<file path="src/design/ss_pkg.sv">
// shared types and constants for the dual-issue LC4 ALU datapath
// widths, opcodes, decoded-slot and retire records, write forwarding helper
package ss_pkg;

    // datapath and register file geometry
    localparam int WORD_W  = 16;
    localparam int REG_CNT = 8;
    localparam int LANES   = 2;

    typedef logic [WORD_W-1:0]          word_t;
    typedef logic [$clog2(REG_CNT)-1:0] reg_sel_t;
    // one-hot condition code, n z p from msb to lsb
    typedef logic [2:0]                 nzp_t;
    typedef logic [3:0]                 opcode_t;

    localparam word_t RESET_PC = 16'h8200;

    // top nibble of the instruction word
    localparam opcode_t OPC_NOP   = 4'b0000;
    localparam opcode_t OPC_ADD   = 4'b0001;
    localparam opcode_t OPC_LOGIC = 4'b0101;
    localparam opcode_t OPC_CONST = 4'b1001;

    localparam nzp_t NZP_NEG  = 3'b100;
    localparam nzp_t NZP_ZERO = 3'b010;
    localparam nzp_t NZP_POS  = 3'b001;

    typedef enum logic [3:0] {
        ALU_ADD, ALU_MUL, ALU_SUB, ALU_ADDI,
        ALU_AND, ALU_NOT, ALU_OR, ALU_XOR, ALU_ANDI,
        ALU_CONST
    } alu_op_e;

    // retire stall code, matches the reference test interface
    typedef enum logic [1:0] {
        STALL_NONE = 2'd0,
        STALL_PIPE = 2'd1
    } stall_e;

    // one decoded instruction in D or X
    typedef struct packed {
        logic     valid;
        word_t    pc;
        word_t    insn;
        reg_sel_t rs;
        reg_sel_t rt;
        reg_sel_t rd;
        logic     rs_re;
        logic     rt_re;
        logic     rf_we;
        logic     nzp_we;
        alu_op_e  op;
        stall_e   stall;
    } slot_t;

    // W-stage result, also the per-lane retire report
    typedef struct packed {
        logic     valid;
        stall_e   stall;
        word_t    pc;
        word_t    insn;
        logic     rf_we;
        reg_sel_t wsel;
        word_t    data;
        logic     nzp_we;
        nzp_t     nzp;
    } retire_t;

    // register write as seen by the bypass and the register file
    typedef struct packed {
        logic     we;
        reg_sel_t sel;
        word_t    data;
    } wb_t;

    // newest matching write wins, higher lane index is younger
    function automatic word_t wb_forward(input reg_sel_t sel, input word_t base,
                                         input wb_t [LANES-1:0] wb);
        word_t val;
        val = base;
        for (int i = 0; i < LANES; i++) begin
            if (wb[i].we && (wb[i].sel == sel)) begin
                val = wb[i].data;
            end
        end
        return val;
    endfunction

endpackage

</file>
<file path="src/design/ss_decoder.sv">
// LC4 decoder for the ALU subset
// maps one instruction word to selects, enables and an ALU operation
`timescale 1ns/1ps

module ss_decoder import ss_pkg::*; (
    input  word_t i_insn,
    input  word_t i_pc,
    output slot_t o_slot
);

    opcode_t opcode;
    // set when the word is one of the kept operations
    logic    known;
    // register form reads rt as well as rs
    logic    uses_rt;

    assign opcode = i_insn[15:12];

    always_comb begin
        o_slot       = '0;
        o_slot.valid = 1'b1;
        o_slot.pc    = i_pc;
        o_slot.insn  = i_insn;
        o_slot.rd    = i_insn[11:9];
        o_slot.rs    = i_insn[8:6];
        o_slot.rt    = i_insn[2:0];
        o_slot.op    = ALU_ADD;
        o_slot.stall = STALL_NONE;
        known        = 1'b1;
        uses_rt      = 1'b0;

        case (opcode)
            OPC_ADD: begin
                // bit 5 selects the imm5 form
                if (i_insn[5]) begin
                    o_slot.op = ALU_ADDI;
                end else begin
                    uses_rt = 1'b1;
                    case (i_insn[4:3])
                        2'b00:   o_slot.op = ALU_ADD;
                        2'b01:   o_slot.op = ALU_MUL;
                        2'b10:   o_slot.op = ALU_SUB;
                        // DIV is not in this datapath
                        default: known = 1'b0;
                    endcase
                end
                o_slot.rs_re = known;
                o_slot.rt_re = known && uses_rt;
            end
            OPC_LOGIC: begin
                if (i_insn[5]) begin
                    o_slot.op = ALU_ANDI;
                end else begin
                    case (i_insn[4:3])
                        2'b00:   o_slot.op = ALU_AND;
                        2'b01:   o_slot.op = ALU_NOT;
                        2'b10:   o_slot.op = ALU_OR;
                        default: o_slot.op = ALU_XOR;
                    endcase
                    // NOT has a single source
                    uses_rt = (i_insn[4:3] != 2'b01);
                end
                o_slot.rs_re = 1'b1;
                o_slot.rt_re = uses_rt;
            end
            // imm9 only, no register reads
            OPC_CONST: o_slot.op = ALU_CONST;
            OPC_NOP:   known = 1'b0;
            // anything else retires as a NOP
            default:   known = 1'b0;
        endcase

        o_slot.rf_we  = known;
        o_slot.nzp_we = known;
    end

endmodule

</file>
<file path="src/design/ss_issue.sv">
// issue unit with the fetch PC, in-pair dependence check and D-stage slot registers
// a dependent B is dropped and fetched again as the next A
`timescale 1ns/1ps

module ss_issue import ss_pkg::*; (
    input  logic                gwe,
    input  logic                i_arst_n,
    input  word_t               i_insn_a,
    input  word_t               i_insn_b,
    output word_t               o_cur_pc,
    output slot_t [LANES-1:0]   o_slot
);

    word_t pc_q;
    word_t pc_b;
    word_t pc_next;
    slot_t dec_a;
    slot_t dec_b;
    slot_t slot_b_next;
    logic  b_needs_a;
    slot_t [LANES-1:0] slot_q;

    // B sits one word above A
    assign pc_b = pc_q + 16'd1;

    ss_decoder u_dec_a (
        .i_insn (i_insn_a),
        .i_pc   (pc_q),
        .o_slot (dec_a)
    );

    ss_decoder u_dec_b (
        .i_insn (i_insn_b),
        .i_pc   (pc_b),
        .o_slot (dec_b)
    );

    // B reads a register that A writes in the same pair
    assign b_needs_a = dec_a.rf_we &&
                       ((dec_b.rs_re && (dec_b.rs == dec_a.rd)) ||
                        (dec_b.rt_re && (dec_b.rt == dec_a.rd)));

    always_comb begin
        slot_b_next = dec_b;
        if (b_needs_a) begin
            // keep pc and insn for the retire report, kill all effects
            slot_b_next.valid  = 1'b0;
            slot_b_next.rf_we  = 1'b0;
            slot_b_next.nzp_we = 1'b0;
            slot_b_next.stall  = STALL_PIPE;
        end
    end

    // split pair advances by one so B comes back in slot A
    assign pc_next = b_needs_a ? pc_b : (pc_q + 16'd2);

    always_ff @(posedge gwe or negedge i_arst_n) begin
        if (!i_arst_n) begin
            pc_q   <= RESET_PC;
            slot_q <= '0;
        end else begin
            pc_q      <= pc_next;
            slot_q[0] <= dec_a;
            slot_q[1] <= slot_b_next;
        end
    end

    assign o_cur_pc = pc_q;
    assign o_slot   = slot_q;

endmodule

</file>
<file path="src/design/ss_lane.sv">
// one execution lane, X and W stages
// W-result bypass into X, ALU, NZP and the retire record
`timescale 1ns/1ps

module ss_lane import ss_pkg::*; (
    input  logic              gwe,
    input  logic              i_arst_n,
    input  slot_t             i_slot,
    input  word_t             i_rs_data,
    input  word_t             i_rt_data,
    input  wb_t [LANES-1:0]   i_wb,
    output retire_t           o_retire
);

    slot_t   x_slot_q;
    word_t   x_rs_q;
    word_t   x_rt_q;
    word_t   rs_val;
    word_t   rt_val;
    word_t   imm5;
    word_t   imm9;
    word_t   alu_res;
    nzp_t    alu_nzp;
    retire_t w_q;

    // X stage control
    always_ff @(posedge gwe or negedge i_arst_n) begin
        if (!i_arst_n) begin
            x_slot_q <= '0;
        end else begin
            x_slot_q <= i_slot;
        end
    end

    // operands read from the register file in D
    always_ff @(posedge gwe) begin
        x_rs_q <= i_rs_data;
        x_rt_q <= i_rt_data;
    end

    // older pair now in W overrides the D-stage read, lane B first
    assign rs_val = wb_forward(x_slot_q.rs, x_rs_q, i_wb);
    assign rt_val = wb_forward(x_slot_q.rt, x_rt_q, i_wb);

    // sign-extended immediates
    assign imm5 = {{(WORD_W-5){x_slot_q.insn[4]}}, x_slot_q.insn[4:0]};
    assign imm9 = {{(WORD_W-9){x_slot_q.insn[8]}}, x_slot_q.insn[8:0]};

    always_comb begin
        case (x_slot_q.op)
            ALU_ADD:   alu_res = rs_val + rt_val;
            // low half of the product only
            ALU_MUL:   alu_res = rs_val * rt_val;
            ALU_SUB:   alu_res = rs_val - rt_val;
            ALU_ADDI:  alu_res = rs_val + imm5;
            ALU_AND:   alu_res = rs_val & rt_val;
            ALU_NOT:   alu_res = ~rs_val;
            ALU_OR:    alu_res = rs_val | rt_val;
            ALU_XOR:   alu_res = rs_val ^ rt_val;
            ALU_ANDI:  alu_res = rs_val & imm5;
            ALU_CONST: alu_res = imm9;
            default:   alu_res = '0;
        endcase
    end

    // condition code of the signed result
    always_comb begin
        if ($signed(alu_res) > 0) begin
            alu_nzp = NZP_POS;
        end else if (alu_res == '0) begin
            alu_nzp = NZP_ZERO;
        end else begin
            alu_nzp = NZP_NEG;
        end
    end

    // W stage record
    always_ff @(posedge gwe or negedge i_arst_n) begin
        if (!i_arst_n) begin
            w_q <= '0;
        end else begin
            w_q.valid  <= x_slot_q.valid;
            w_q.stall  <= x_slot_q.stall;
            w_q.pc     <= x_slot_q.pc;
            w_q.insn   <= x_slot_q.insn;
            w_q.rf_we  <= x_slot_q.rf_we;
            w_q.wsel   <= x_slot_q.rd;
            w_q.data   <= alu_res;
            w_q.nzp_we <= x_slot_q.nzp_we;
            w_q.nzp    <= alu_nzp;
        end
    end

    assign o_retire = w_q;

endmodule

</file>
<file path="src/design/ss_regfile.sv">
// register file, eight words, one rs and one rt port per lane
// two write ports with lane B winning, writes pass through to same-cycle reads
`timescale 1ns/1ps

module ss_regfile import ss_pkg::*; (
    input  logic                  gwe,
    input  logic                  i_arst_n,
    input  reg_sel_t [LANES-1:0]  i_rs_sel,
    input  reg_sel_t [LANES-1:0]  i_rt_sel,
    output word_t [LANES-1:0]     o_rs_data,
    output word_t [LANES-1:0]     o_rt_data,
    input  wb_t [LANES-1:0]       i_wb
);

    word_t regs_q [REG_CNT];

    always_ff @(posedge gwe or negedge i_arst_n) begin
        if (!i_arst_n) begin
            for (int r = 0; r < REG_CNT; r++) begin
                regs_q[r] <= '0;
            end
        end else begin
            // later port assigned last, so B takes a shared address
            for (int i = 0; i < LANES; i++) begin
                if (i_wb[i].we) begin
                    regs_q[i_wb[i].sel] <= i_wb[i].data;
                end
            end
        end
    end

    // read ports with write-through
    always_comb begin
        for (int i = 0; i < LANES; i++) begin
            o_rs_data[i] = wb_forward(i_rs_sel[i], regs_q[i_rs_sel[i]], i_wb);
            o_rt_data[i] = wb_forward(i_rt_sel[i], regs_q[i_rt_sel[i]], i_wb);
        end
    end

endmodule

</file>
<file path="src/design/ss_writeback.sv">
// writeback unit, turns the two W records into register writes
// drops A's write when B targets the same register in that cycle
`timescale 1ns/1ps

module ss_writeback import ss_pkg::*; (
    input  retire_t [LANES-1:0]  i_retire,
    output wb_t [LANES-1:0]      o_wb
);

    wb_t [LANES-1:0] lane_wb;
    logic            same_dest;

    // raw write per lane, killed slots never write
    always_comb begin
        for (int i = 0; i < LANES; i++) begin
            lane_wb[i].we   = i_retire[i].valid && i_retire[i].rf_we;
            lane_wb[i].sel  = i_retire[i].wsel;
            lane_wb[i].data = i_retire[i].data;
        end
    end

    // B is the younger instruction of the pair
    assign same_dest = lane_wb[0].we && lane_wb[1].we &&
                       (lane_wb[0].sel == lane_wb[1].sel);

    always_comb begin
        o_wb = lane_wb;
        if (same_dest) begin
            o_wb[0].we = 1'b0;
        end
    end

endmodule

</file>
<file path="src/design/ss_core.sv">
// two-way in-order LC4 ALU core
// issue feeds two lanes, writeback drains them into the register file
`timescale 1ns/1ps

module ss_core import ss_pkg::*; (
    input  logic    gwe,
    input  logic    i_arst_n,
    input  word_t   i_insn_a,
    input  word_t   i_insn_b,
    output word_t   o_cur_pc,
    output retire_t o_retire_a,
    output retire_t o_retire_b
);

    slot_t    [LANES-1:0] slot;
    reg_sel_t [LANES-1:0] rs_sel;
    reg_sel_t [LANES-1:0] rt_sel;
    word_t    [LANES-1:0] rs_data;
    word_t    [LANES-1:0] rt_data;
    retire_t  [LANES-1:0] retire;
    wb_t      [LANES-1:0] wb;

    ss_issue u_issue (
        .gwe      (gwe),
        .i_arst_n (i_arst_n),
        .i_insn_a (i_insn_a),
        .i_insn_b (i_insn_b),
        .o_cur_pc (o_cur_pc),
        .o_slot   (slot)
    );

    // lane 0 is A, lane 1 is B
    for (genvar g = 0; g < LANES; g++) begin : g_lane
        // D-stage slot drives its own read ports
        assign rs_sel[g] = slot[g].rs;
        assign rt_sel[g] = slot[g].rt;

        ss_lane u_lane (
            .gwe       (gwe),
            .i_arst_n  (i_arst_n),
            .i_slot    (slot[g]),
            .i_rs_data (rs_data[g]),
            .i_rt_data (rt_data[g]),
            .i_wb      (wb),
            .o_retire  (retire[g])
        );
    end

    ss_writeback u_writeback (
        .i_retire (retire),
        .o_wb     (wb)
    );

    ss_regfile u_regfile (
        .gwe       (gwe),
        .i_arst_n  (i_arst_n),
        .i_rs_sel  (rs_sel),
        .i_rt_sel  (rt_sel),
        .o_rs_data (rs_data),
        .o_rt_data (rt_data),
        .i_wb      (wb)
    );

    assign o_retire_a = retire[0];
    assign o_retire_b = retire[1];

endmodule

</file>
<file path="config.mk">
export PLATFORM = sky130hd
export DESIGN_NAME = ss_core
export DESIGN_NICKNAME = d
export VERILOG_FILES = /design/src/design/ss_pkg.sv /design/src/design/ss_decoder.sv /design/src/design/ss_issue.sv /design/src/design/ss_lane.sv /design/src/design/ss_regfile.sv /design/src/design/ss_writeback.sv /design/src/design/ss_core.sv
export SDC_FILE = /design/constraint.sdc
export NUM_CORES = 2
export LEC_CHECK = 0
export BUFFER_PORTS_ARGS = -buffer_cell sky130_fd_sc_hd__clkbuf_2
export CORE_UTILIZATION = 49
export DETAILED_ROUTE_END_ITERATION = 7
export PLACE_DENSITY = 0.66
export SKIP_LAST_GASP = 1
export SLEW_MARGIN = 10
export SYNTH_ARGS = -nofsm -noshare
export SYNTH_HDL_FRONTEND = slang
export SYNTH_HIERARCHICAL = 1
export SYNTH_SLANG_ARGS = --single-unit
</file>
<file path="constraint.sdc">
create_clock -name gwe -period 15.4 [get_ports gwe]
set_input_delay 3.08 -clock gwe [delete_from_list [all_inputs] [get_ports gwe]]
set_output_delay 3.08 -clock gwe [all_outputs]
set_load 0.03 [all_outputs]
</file>
==> summary.md <==
| Metric | Value |
|---|---|
| Maximum clock frequency | around 0.1 GHz |
| Area Overhead vs Synth | 7.18% |
| DR DRC count | 0 |
| Inst Count DP | approximately 4700 |
| GPL Wtd Cong | just over 1 |
| First-pass GRT wire length | between 150000 and 200000 microns |
| # H-tree levels | 2 |
| Core Util, Final | a little over half |
| TritonCTS clock tree | built |
| Setup-failing EPs final | 0 |
| Final Hold Fails | 0 |
| Routed via count | just under 30000 |
| DR WL/cell | approximately 25 microns |
| Mapped cell area | 38400 sq um |
| IO buf count | 167 |
| CP peak stage delay | roughly 0.96 ns |
| Largest fanout on the critical path | 24 |
| Die Y | about 280 microns |
| Worst setup SP type | register |
| Grt peak-use layer | met2 |
| Die area | 79400 sq um |
| # hold bufs at CTS | 0 |
| Crit path capture | g_lane[0].u_lane/o_retire[1] |
| Critical Path AT | ~10 ns |
| Worst Reg-to-Reg Cells | 28 |
| Pre-CTS setup slack | approximately 5.7 ns |
| Routing usage on met2 | 48.8% |
| GRT met3 Usage | 7.15% |
| Initial Util | a little under 50% |
| Setup TNS | 0 ns |
| Switch Pwr | approximately 4.3 mW |
| Pleak | 19.5 nW |
| Inserted Clock Buffers | 57 |
| Maxcap violations | 0 |
| ANT cells | 0 |
| Mean Syn Cell Area | 10.2 sq um |
| Pwr/cell area | between 200 and 250 nW/um^2 |
| Final wirelength | between 100000 and 150000 microns |
| Flop pwr share | roughly a quarter |
| Die Span X | ~280 microns |
| All-Layer GR Usage | a little under a third |
| Clock Skew | approximately 0.06 ns |
| Worst Setup SP | g_lane[0].u_lane/o_retire[20] |
| Internal Power | ~4.7 mW |
| Post-Layout Cell Count | between 4000 and 5000 |
| Grt total ovfl | 0 |
| Rows | approximately 100 |
| Period utilisation layout | between 60% and 70% |
| Clk root buf | clkbuf_16 |
| GRT met1 Usage | roughly two fifths |
| Clock transition at path regs | about 0.07 ns |
| I/O Pins | 168 |
| Path type of the worst min-delay path | reg2reg |
| Final net count | between 4000 and 5000 |
| CP endpoint kind | register |
| Fill cells | about 6900 |
| R2R Setup Slk | ~5.5 ns |
| Final min period | between 9 and 10 ns |
| Status | completed |
| Logic pwr share | 59.9% |
| Drt pass-1 iters | 7 |
| Clock power frac | about 16% |
| Syn Inst Count | ~3800 |
| FF-to-FF End | g_lane[0].u_lane/o_retire[1] |
| Crit path kind | reg2reg |
| Switching Fraction | 47.7% |
| Initial antenna violation count | 4 |
| RSZ-0062 raised after global routing | false |
| Least-Margin Pin Slew | roughly 1.3 ns |
| Clock Latency Late Sink | around 0.65 ns |
| DRT antenna net count | 0 |
| Slew Limit Fails | 0 |
| Share of cells above drive strength 1 | around 14% |
| Cts repair resizes | 0 |
| Yosys Warn Count | 6 |
| R2R Path Start | g_lane[0].u_lane/o_retire[20] |
| Largest net degree at the start of global routing | around 180 |
| VDD IR max | roughly 0.15 mV |
| Setup ws final | 5.48 ns |
| Slowest cell on the critical path | or4_1 |
| Clk sinks | around 530 |
| Post-detail-place hpwl | ~85000 microns |
| Vias/cell | between 6 and 7 |
| Max_slew headroom | between 10 and 15% |
| Core area | 77500 sq um |
| Clock buffer depth | 3 |
| Vias in the first global route | 28635 |
| Postcts setup bufs | 0 |
| Initial drt markers | between 3000 and 4000 |
| Required time of the critical path | 15.91 ns |
-- critical path, delay by kind of cell, from the launching register on --
kind | cells | cell delay (ns)
compound gates | 6 | 1.98
xor+xnor | 1 | 0.16
fa+ha+maj | 7 | 2.77
buf+inv | 6 | 0.96
flops | 1 | 0.95
simple gates | 8 | 2.95
-- sequential cells by signal, summed over array words and instances (netlist names) --
name	flops
g_lane.u_lane/x_rt_q	32
g_lane.u_lane/x_slot_q	82
g_lane.u_lane/imm9	8
g_lane.u_lane/imm5	10
u_issue/o_cur_pc	16
u_regfile/regs_q	128
u_issue/o_slot	100
g_lane.u_lane/x_rs_q	32
g_lane.u_lane/o_retire	118
-- power by group through the flow --
stage	clock (mW)	combinational (mW)	sequential, mW
floorplan	0	3.79	2.09
global placement	0	5.19	2.15
detailed placement	0	5.29	2.16
CTS	1.45	5.30	2.14
global route	1.51	5.87	2.19
finish	1.43	5.35	2.16
-- cell type report --
class | instances | area, sq um | share of cell area (%)
Clock buffer | 81 | 1590 | 3.86
Clock inverter | 27 | 365 | 0.889
Inverter | 312 | 1180 | 2.86
Multi-Input combinational cell | 2585 | 22300 | 54.2
Sequential cell | 526 | 12900 | 31.3
Tap cell | 1040 | 1300 | 3.17
Timing Repair Buffer | 258 | 1540 | 3.75
-- layout by cell type, fill, tap and decap left out, drive strengths merged, types with 18 or more instances in the layout --
cell type    n
dfrtp      460
a221oi      24
clkinv      18
mux2        75
mux4       128
a21oi      176
fa         162
nand2b      23
clkbuf     247
a31oi       24
xnor2      144
nor2       334
nand3       20
inv        308
xor2        34
a21o        28
ha         180
nand2      386
buf         92
a211oi      25
nor3        43
o211ai      31
nand4       25
o21ai      230
dfxtp       64
mux2i      248
-- layer usage --
metal	vias up	share of wire, %
met5	-	0.011
met4	2	4.6
met3	359	10
met2	1612	45
met1	14331	40
li1	12889	-
-- worst min path at each step --
stage | to | slack (ns) | cells after the start | startpoint
after global routing | g_lane[0].u_lane/o_retire[20] | 0.35 | 0 | g_lane[0].u_lane/x_slot_q[10]
after global placement | g_lane[1].u_lane/x_slot_q[29] | 0.33 | 0 | u_issue/o_slot[81]
final | g_lane[0].u_lane/o_retire[20] | 0.34 | 0 | g_lane[0].u_lane/x_slot_q[10]
after CTS | g_lane[0].u_lane/o_retire[20] | 0.33 | 0 | g_lane[0].u_lane/x_slot_q[10]
after detailed placement | g_lane[0].u_lane/o_retire[23] | 0.33 | 0 | g_lane[0].u_lane/x_slot_q[7]
after floorplan | g_lane[0].u_lane/imm5[0] | 0.33 | 0 | u_issue/o_slot[19]
-- per-stage QoR --
stage	power [mW]	cell area (sq um)	hold WS, ns
final	8.93	41100	0.336
after global routing	9.57	41100	0.349
after CTS	8.90	41100	0.332
after detailed placement	7.44	39200	0.335
after global placement	7.34	39200	0.331
after floorplan	5.88	38400	0.331
Note: power is estimated with default switching activity, not from simulation.
